`src/rtl/csr_macros.svh`:
```
// CSR unit constants
// Data width, CSR map, instruction field positions and Zicsr encodings
`ifndef CSR_MACROS_SVH
`define CSR_MACROS_SVH

// --------------------
// Data width
// --------------------
`define XLEN 32

// --------------------
// Machine CSR map
// --------------------
`define CSR_MSTATUS  12'h300 // Machine status
`define CSR_MISA     12'h301 // ISA description, read-only here
`define CSR_MTVEC    12'h305 // Trap vector base
`define CSR_MSCRATCH 12'h340 // Scratch for trap handlers
`define CSR_MEPC     12'h341 // Exception PC
`define CSR_MCAUSE   12'h342 // Trap cause
`define CSR_MTVAL    12'h343 // Bad address or instruction
`define CSR_MHARTID  12'hF14 // Hart ID, MRO space

// --------------------
// Instruction fields
// --------------------
`define RD_POS     7  // rd, 5 bits
`define FUNCT3_POS 12 // funct3, 3 bits
`define RS1_POS    15 // rs1 or zimm, 5 bits
`define CSR_POS    20 // CSR address, 12 bits

// Zicsr funct3 codes
`define F3_CSRRW  3'b001
`define F3_CSRRS  3'b010
`define F3_CSRRC  3'b011
`define F3_CSRRWI 3'b101
`define F3_CSRRSI 3'b110
`define F3_CSRRCI 3'b111

// mstatus bits that hold state: 31, 22:11, 8:7, 5:3, 1:0
// WPRI fields stay zero
`define MSTATUS_WR_MASK 32'h807F_F9BB

// MXL = 1 (32 bit), I base only
`define MISA_VALUE 32'h4000_0100

`endif

```
`src/rtl/riscv_isa_pkg.sv`:
```
// RISC-V ISA vector types
// Words, register and CSR addresses, instruction subfields
`include "csr_macros.svh"

package riscv_isa_pkg;

    // --------------------
    // Data and instruction
    // --------------------
    typedef logic [`XLEN-1:0] xlen_t; // Register-width word
    typedef logic [31:0]      instr_t; // Fixed 32-bit encoding

    // --------------------
    // Addresses
    // --------------------
    typedef logic [4:0]  reg_addr_t; // x0..x31
    typedef logic [11:0] csr_addr_t; // 4096 CSR slots

    // Subfields
    typedef logic [2:0] funct3_t; // Selects the Zicsr operation
    typedef logic [4:0] zimm_t;   // Unsigned immediate in the rs1 slot

endpackage

```
`src/rtl/csr_pipe_pkg.sv`:
```
// CSR pipeline payloads
// Stage-to-stage operation, rd write-back and the CSR shared bus
package csr_pipe_pkg;

    import riscv_isa_pkg::*;

    // --------------------
    // Decode to execute
    // --------------------
    typedef struct packed {
        funct3_t   funct3;   // Operation code
        csr_addr_t csr_addr; // Target CSR
        reg_addr_t rd;       // Destination register
        logic      is_imm;   // Immediate form, operand is zimm
        logic      src_zero; // rs1 field is zero, set/clear only read
        xlen_t     operand;  // rs1 value or zero-extended zimm
    } csr_op_t;

    // Write-back to the integer register file
    typedef struct packed {
        reg_addr_t rd;
        xlen_t     data; // Old CSR value
    } csr_wb_t;

    // CSRs seen by the rest of the core
    typedef struct packed {
        xlen_t mtvec;
        xlen_t mepc;
        xlen_t mstatus;
    } csr_sb_t;

endpackage

```
`src/rtl/csr_decode_stage.sv`:
```
// CSR decode stage
// Splits the Zicsr instruction, fetches rs1 and screens read-only writes
`timescale 1ns/1ps
`include "csr_macros.svh"

module csr_decode_stage (
    input  logic                   aclk,
    input  logic                   aresetn,
    input  logic                   instr_valid,
    output logic                   instr_ready,
    input  riscv_isa_pkg::instr_t  instr,
    output riscv_isa_pkg::reg_addr_t rs1_addr,
    input  riscv_isa_pkg::xlen_t   rs1_val,
    output logic                   op_valid,
    input  logic                   op_ready,
    output csr_pipe_pkg::csr_op_t  op,
    output logic                   ro_trap
);

    import riscv_isa_pkg::*;
    import csr_pipe_pkg::*;

    reg_addr_t rd;
    funct3_t   funct3;
    reg_addr_t rs1;
    zimm_t     zimm;
    csr_addr_t csr;
    logic      is_imm;
    logic      src_zero;
    logic      ro_violation;
    logic      accept;
    csr_op_t   next_op;

    // --------------------
    // Field split
    // --------------------
    assign rd     = instr[`RD_POS +: $bits(reg_addr_t)];
    assign funct3 = instr[`FUNCT3_POS +: $bits(funct3_t)];
    assign rs1    = instr[`RS1_POS +: $bits(reg_addr_t)];
    assign zimm   = instr[`RS1_POS +: $bits(zimm_t)]; // Same slot as rs1
    assign csr    = instr[`CSR_POS +: $bits(csr_addr_t)];

    assign rs1_addr = rs1; // Register file answers this cycle
    assign is_imm   = funct3[2];
    assign src_zero = (rs1 == '0); // x0 or zimm of zero

    // Top two address bits 11 mark read-only space
    // RW forms always write, set/clear only with a nonzero source
    assign ro_violation = (csr[11:10] == 2'b11) &&
                          ((funct3 == `F3_CSRRW) || (funct3 == `F3_CSRRWI) ||
                           (!src_zero && ((funct3 == `F3_CSRRS)  || (funct3 == `F3_CSRRC) ||
                                          (funct3 == `F3_CSRRSI) || (funct3 == `F3_CSRRCI))));

    always_comb begin
        next_op.funct3   = funct3;
        next_op.csr_addr = csr;
        next_op.rd       = rd;
        next_op.is_imm   = is_imm;
        next_op.src_zero = src_zero;
        next_op.operand  = is_imm ? xlen_t'(zimm) : rs1_val; // Zero-extend zimm
    end

    // --------------------
    // Stage register
    // --------------------
    assign instr_ready = !op_valid || op_ready; // Empty or draining
    assign accept      = instr_valid && instr_ready;

    always_ff @(posedge aclk or negedge aresetn) begin
        if (!aresetn) begin
            op_valid <= 1'b0;
            ro_trap  <= 1'b0;
        end else begin
            ro_trap <= accept && ro_violation; // One-cycle pulse
            if (instr_ready) begin
                op_valid <= accept && !ro_violation; // Illegal ones die here
            end
        end
    end

    always_ff @(posedge aclk) begin
        if (accept && !ro_violation) begin
            op <= next_op;
        end
    end

endmodule

```
`src/rtl/csr_execute_stage.sv`:
```
// CSR execute stage
// Read-modify-write of the addressed CSR and registered rd write-back
`timescale 1ns/1ps
`include "csr_macros.svh"

module csr_execute_stage (
    input  logic                      aclk,
    input  logic                      aresetn,
    input  logic                      op_valid,
    output logic                      op_ready,
    input  csr_pipe_pkg::csr_op_t     op,
    output riscv_isa_pkg::csr_addr_t  rd_addr,
    input  riscv_isa_pkg::xlen_t      rd_data,
    output logic                      wr_en,
    output riscv_isa_pkg::csr_addr_t  wr_addr,
    output riscv_isa_pkg::xlen_t      wr_data,
    output logic                      wb_valid,
    input  logic                      wb_ready,
    output csr_pipe_pkg::csr_wb_t     wb
);

    import riscv_isa_pkg::*;
    import csr_pipe_pkg::*;

    xlen_t old_val;
    xlen_t new_val;
    logic  write_req;
    logic  commit;

    // --------------------
    // CSR read
    // --------------------
    assign rd_addr = op.csr_addr; // Combinational read port
    assign old_val = rd_data;

    // New value and write request per funct3
    always_comb begin
        new_val   = old_val;
        write_req = 1'b0;
        case (op.funct3)
            `F3_CSRRW, `F3_CSRRWI: begin
                new_val   = op.operand; // Plain swap
                write_req = 1'b1;
            end
            `F3_CSRRS, `F3_CSRRSI: begin
                new_val   = old_val | op.operand; // Set masked bits
                write_req = !op.src_zero;
            end
            `F3_CSRRC, `F3_CSRRCI: begin
                new_val   = old_val & ~op.operand; // Clear masked bits
                write_req = !op.src_zero;
            end
            default: begin
                write_req = 1'b0; // Not a Zicsr code, read only
            end
        endcase
    end

    // --------------------
    // Commit
    // --------------------
    assign op_ready = !wb_valid || wb_ready; // Stall holds everything
    assign commit   = op_valid && op_ready;

    assign wr_en   = commit && write_req; // Same edge as op handshake
    assign wr_addr = op.csr_addr;
    assign wr_data = new_val;

    always_ff @(posedge aclk or negedge aresetn) begin
        if (!aresetn) begin
            wb_valid <= 1'b0;
        end else if (op_ready) begin
            wb_valid <= op_valid;
        end
    end

    // rd gets the value from before the update
    always_ff @(posedge aclk) begin
        if (commit) begin
            wb.rd   <= op.rd;
            wb.data <= old_val;
        end
    end

endmodule

```
`src/rtl/csr_regfile.sv`:
```
// Machine CSR storage
// Per-register write rules, combinational read and the shared CSR bus
`timescale 1ns/1ps
`include "csr_macros.svh"

module csr_regfile #(
    parameter int unsigned mhart_id = 0
) (
    input  logic                     aclk,
    input  logic                     aresetn,
    input  riscv_isa_pkg::csr_addr_t rd_addr,
    output riscv_isa_pkg::xlen_t     rd_data,
    input  logic                     wr_en,
    input  riscv_isa_pkg::csr_addr_t wr_addr,
    input  riscv_isa_pkg::xlen_t     wr_data,
    output csr_pipe_pkg::csr_sb_t    csr_sb
);

    import riscv_isa_pkg::*;
    import csr_pipe_pkg::*;

    // --------------------
    // Storage
    // --------------------
    xlen_t mstatus;  // WPRI bits held at zero
    xlen_t mtvec;
    xlen_t mscratch;
    xlen_t mepc;     // IALIGN 32, low bits zero
    xlen_t mcause;
    xlen_t mtval;
    xlen_t misa;
    xlen_t mhartid;

    assign misa    = `MISA_VALUE;     // Fixed RV32I
    assign mhartid = xlen_t'(mhart_id);

    // Writes land on the next edge
    always_ff @(posedge aclk or negedge aresetn) begin
        if (!aresetn) begin
            mstatus  <= '0;
            mtvec    <= '0;
            mscratch <= '0;
            mepc     <= '0;
            mcause   <= '0;
            mtval    <= '0;
        end else if (wr_en) begin
            case (wr_addr)
                `CSR_MSTATUS:  mstatus  <= wr_data & `MSTATUS_WR_MASK;
                `CSR_MTVEC:    mtvec    <= wr_data;
                `CSR_MSCRATCH: mscratch <= wr_data;
                `CSR_MEPC:     mepc     <= {wr_data[`XLEN-1:2], 2'b00};
                `CSR_MCAUSE:   mcause   <= wr_data;
                `CSR_MTVAL:    mtval    <= wr_data;
                default: begin
                    // misa, mhartid and unmapped slots drop the write
                end
            endcase
        end
    end

    // --------------------
    // Read port
    // --------------------
    always_comb begin
        case (rd_addr)
            `CSR_MSTATUS:  rd_data = mstatus;
            `CSR_MISA:     rd_data = misa;
            `CSR_MTVEC:    rd_data = mtvec;
            `CSR_MSCRATCH: rd_data = mscratch;
            `CSR_MEPC:     rd_data = mepc;
            `CSR_MCAUSE:   rd_data = mcause;
            `CSR_MTVAL:    rd_data = mtval;
            `CSR_MHARTID:  rd_data = mhartid;
            default:       rd_data = '0; // Unmapped reads zero
        endcase
    end

    // Shared bus follows the registers directly
    always_comb begin
        csr_sb.mtvec   = mtvec;
        csr_sb.mepc    = mepc;
        csr_sb.mstatus = mstatus;
    end

endmodule

```
`src/rtl/csr_unit_top.sv`:
```
// CSR unit top level
// Decode and execute stages around the machine CSR file
`timescale 1ns/1ps

module csr_unit_top #(
    parameter int unsigned mhart_id = 0
) (
    input  logic                     aclk,
    input  logic                     aresetn,
    input  logic                     instr_valid,
    output logic                     instr_ready,
    input  riscv_isa_pkg::instr_t    instr,
    output riscv_isa_pkg::reg_addr_t rs1_addr,
    input  riscv_isa_pkg::xlen_t     rs1_val,
    output logic                     wb_valid,
    input  logic                     wb_ready,
    output csr_pipe_pkg::csr_wb_t    wb,
    output logic                     ro_trap,
    output csr_pipe_pkg::csr_sb_t    csr_sb
);

    import riscv_isa_pkg::*;
    import csr_pipe_pkg::*;

    // --------------------
    // Stage links
    // --------------------
    logic      op_valid;
    logic      op_ready;
    csr_op_t   op;
    csr_addr_t rd_addr;  // Execute reads CSR
    xlen_t     rd_data;
    logic      wr_en;    // Execute commits CSR
    csr_addr_t wr_addr;
    xlen_t     wr_data;

    csr_decode_stage u_decode (
        .aclk        (aclk),
        .aresetn     (aresetn),
        .instr_valid (instr_valid),
        .instr_ready (instr_ready),
        .instr       (instr),
        .rs1_addr    (rs1_addr),
        .rs1_val     (rs1_val),
        .op_valid    (op_valid),
        .op_ready    (op_ready),
        .op          (op),
        .ro_trap     (ro_trap)
    );

    csr_execute_stage u_execute (
        .aclk     (aclk),
        .aresetn  (aresetn),
        .op_valid (op_valid),
        .op_ready (op_ready),
        .op       (op),
        .rd_addr  (rd_addr),
        .rd_data  (rd_data),
        .wr_en    (wr_en),
        .wr_addr  (wr_addr),
        .wr_data  (wr_data),
        .wb_valid (wb_valid),
        .wb_ready (wb_ready),
        .wb       (wb)
    );

    csr_regfile #(
        .mhart_id (mhart_id)
    ) u_regfile (
        .aclk    (aclk),
        .aresetn (aresetn),
        .rd_addr (rd_addr),
        .rd_data (rd_data),
        .wr_en   (wr_en),
        .wr_addr (wr_addr),
        .wr_data (wr_data),
        .csr_sb  (csr_sb)
    );

endmodule

```
`config.mk`:
```
export PLATFORM = sky130hd
export DESIGN_NAME = csr_unit_top
export DESIGN_NICKNAME = d
export VERILOG_FILES = /design/src/rtl/riscv_isa_pkg.sv /design/src/rtl/csr_pipe_pkg.sv /design/src/rtl/csr_decode_stage.sv /design/src/rtl/csr_execute_stage.sv /design/src/rtl/csr_regfile.sv /design/src/rtl/csr_unit_top.sv
export VERILOG_INCLUDE_DIRS = /design/src /design/src/rtl
export SDC_FILE = /design/constraint.sdc
export NUM_CORES = 1
export LEC_CHECK = 0
export ABC_AREA = 1
export BUFFER_PORTS_ARGS = -buffer_cell sky130_fd_sc_hd__buf_2
export CAP_MARGIN = 20
export CORE_MARGIN = 2
export CORE_UTILIZATION = 40
export CTS_CLUSTER_SIZE = 28
export DETAILED_ROUTE_END_ITERATION = 12
export GPL_ROUTABILITY_DRIVEN = 0
export SYNTH_ARGS = -nofsm -noshare
export SYNTH_HDL_FRONTEND = slang
export SYNTH_SLANG_ARGS = --single-unit
```
`constraint.sdc`:
```
create_clock -name aclk -period 6 [get_ports aclk]
set_input_delay 0 -clock aclk [delete_from_list [all_inputs] [get_ports aclk]]
set_output_delay 0 -clock aclk [all_outputs]
set_load 0.02 [all_outputs]
```
==> impl_metrics.ini <==
[status]
status = finished clean

[clock_tree]
numCtsBuffers = 31
clkLatencyLatePin_ns = 0.56
clockBufferDepth = 3
cts_setup_buffers = 0
cts_tree = done
cts.sinks = 270
h-tree-depth = 1
clkTransAtPathRegs_ns = 0.06
cts_root_buffer = clkbuf_16

[synthesis]
synth-compound-area-share_pct = 1.53
synthDistinctLibCells = 25
syn_avg_cell_area_um2 = 8.26
synth-adder-area-share_pct = 0
synth_cells = 1536
synth-xor-area-share_pct = 0.0690
synth.area.top_cells = dfrtp_1 36%, nand2_1 22%, edfxtp_1 21%
ys_ff_latch = 270
synth_top_family_by_area = simple AND/OR/NAND/NOR gates
syn-cell-area_um2 = 12700
synth-simple-area-share_pct = 33.7
synth_top_cell_by_area = dfrtp_1
synthMuxAreaShare_pct = 0.266
yosysWarnings = 0
synth_top_area_share_pct = 35.7
seq_area_frac_synth_pct = 56.7

[final_layout]
seq_area_um2 = 7200
utilization_pct = 49.1
drive_gt1_share_pct = 19.4
nets = 1820
stdcell_count = 2178
multi_input_area_um2 = 4610
areaGrowthSynthToFinish_pct = 21.6
n_antenna_cell = 0
fill_cells = 3020

[timing]
fin_hold_ws_ns = 0.0758
setup_violations = 0
drv_slew = 0
clock.fmax_mhz = 259
fin_tns_setup_ns = 0
worstMarginPinSlew_ns = 1.15
fin_ws_ns = 2.14
grt_setup_unrepaired = false
max_slew_margin_pct = 23.2
fin_skew_ns = 0.00946
min_period_over_period_pct = 64.4
fin_crit_ns = 3.86
hold_violations = 0

[pwr]
leakage_nw = 8.33
ir_drop_mv = 0.216
power_density_nw_per_um2 = 273

[routing]
wl_per_cell_um = 17.5
drt-vias-per-instance = 4.96
drtAntennaViolNets = 0
firstDrtPassIters = 5
via_count = 10800
drc = 0
totalWireLength_um = 38200
drt-initial-drc-count = 908

[global_route]
track_usage_pct = 23.1
gr-usage-met1_pct = 31.7
grt_pass1_wl_um = 59300
grt_util_met3_pct = 3.89
antenna_found_initial = 0
overflow = 0
grt_pass1_vias = 10400
grt_max_degree = 103
met2_usage_pct = 38.1
grt.busiest_layer = met2

[floorplanning]
die_x_um = 182
core_area_um2 = 31400
initial_utilization_pct = 40.4
rows = 65
io_pins = 209
dieArea_um2 = 33200
die_h_um = 182

[min_path]
hold_path_class = in -> async

[worst_setup_path]
cp.required_ns = 6.45
startpoint_type = flop
critPathKind = reg -> reg
cp_data_arrival_time_ns = 4.31
reg2reg_depth = 9
cp-end-kind = flop
crit_fanout = 92

[place]
place_inst = 2056
place_worst_setup_slack_ns = 2.14
dp_hpwl_um = 20800
io_buffers = 187

[flow_run]
drv_cap = 0
[kinds of logic (layout without fill, tap and decap cells)]
logic type	Yosys count	after routing
and+or+nand+nor	1032	1032
DFF	270	270
buffers and inverters	191	418
AOI/OAI and AO/OA	38	38
muxes	3	3
other	1	14
xor gates and xnor gates	1	1
[report_power, final]
group	leakage (nW)	switching, mW	internal, mW
clock network	0.502	0.751	1.12
logic	4.43	0.240	0.101
registers	3.39	0.0208	1.97
[path summary, 6_finish.rpt]
check | slack [ns] | startpoint | to
min in group aclk | 0.15 | instr[14] | u_decode.op[10]$_SDFFCE_PP0P_
min reg2reg | 0.42 | u_decode.op[37]$_DFFE_PP_ | u_execute.wb[35]$_DFFE_PP_
max | 2.14 | u_decode.op[44]$_DFFE_PP_ | u_regfile.mcause[25]$_DFFE_PN0P_
min | 0.08 | aresetn | u_regfile.mstatus[11]$_DFFE_PN0P_
max in group asynchronous | 4.74 | aresetn | u_regfile.mtvec[21]$_DFFE_PN0P_
max reg2reg | 2.14 | u_decode.op[44]$_DFFE_PP_ | u_regfile.mcause[25]$_DFFE_PN0P_
[layout make-up]
class	instances	area share, %
clock inverter	9	0.422
timing repair buffer	266	11.3
sequential	270	46.7
clock buffer	48	6.17
tap	402	3.26
multi-input combinational	1088	29.9
inverter	95	2.31
[flip-flops by register name, indices dropped and copies added (netlist names), 20 cells and up]
signal	count
u_regfile.mstatus	20
u_regfile.mtvec	32
u_execute.wb	37
u_regfile.mepc	30
u_regfile.mscratch	32
u_regfile.mcause	32
u_regfile.mtval	32
u_decode.op	52
[cells in the final DEF, fill, tap and decap left out]
cell / instances
a21oi_1: 2
buf_16: 2
buf_2: 186
buf_4: 13
bufinv_16: 1
clkbuf_1: 8
clkbuf_16: 33
clkbuf_8: 8
clkinv_1: 4
clkinv_2: 4
conb_1: 14
dfrtp_1: 181
dlygate4sd3_1: 64
edfxtp_1: 89
inv_1: 75
inv_2: 20
mux2_2: 3
nand2_1: 734
nand2_2: 54
nand3_1: 146
nand3_2: 2
nor2_1: 78
nor2_2: 3
nor2_4: 11
nor4_1: 1
o2111ai_1: 1
o21ai_0: 32
o21ai_1: 3
or2_2: 3
xor2_4: 1
[worst max-delay path: stages (launching register included)]
cell and delay, ns:
edfxtp_1 0.41, nor2_2 0.14, nand2_1 0.10, nor2_4 0.07
buf_4 0.83, nand2_2 0.37, nor2_4 0.90, inv_2 0.61
nand2_1 0.19, nand2_1 0.07
[synthesized netlist by cell type]
library cell	number
nor2_2	6
xor2_1	1
edfxtp_1	89
buf_8	1
or2_2	3
o21ai_0	32
buf_6	13
buf_4	25
nand3_1	146
a21oi_1	2
o2111ai_1	1
nor4_1	1
inv_2	18
nor2_1	79
mux2_2	3
nor2_4	7
inv_1	77
nand2_1	734
buf_2	39
nand3_2	2
nand2_2	54
clkbuf_1	18
dfrtp_1	181
conb_1	1
o21ai_1	3
[per-layer routing]
layer | vias up | part of all wire (%)
li1 | 5186 | -
met1 | 5120 | 44
met2 | 432 | 46
met3 | 67 | 7.8
met4 | 0 | 2.4
met5 | - | 0
[through the flow]
stage          power, mW  area, um2
2_1_floorplan       2.20      12700
3_3_place_gp        2.33      13700
3_5_place_dp        2.33      13700
4_1_cts             4.24      15400
5_1_grt             4.35      15400
6_report            4.21      15400
[repair_timing]
| item | in CTS | in global routing |
|---|---|---|
| resized for setup | 0 | 0 |
| setup endpoints to repair | 0 | 0 |
| hold endpoints to repair | 156 | 0 |
| hold buffers | 64 | 0 |
(Power assumes the default switching activity.)
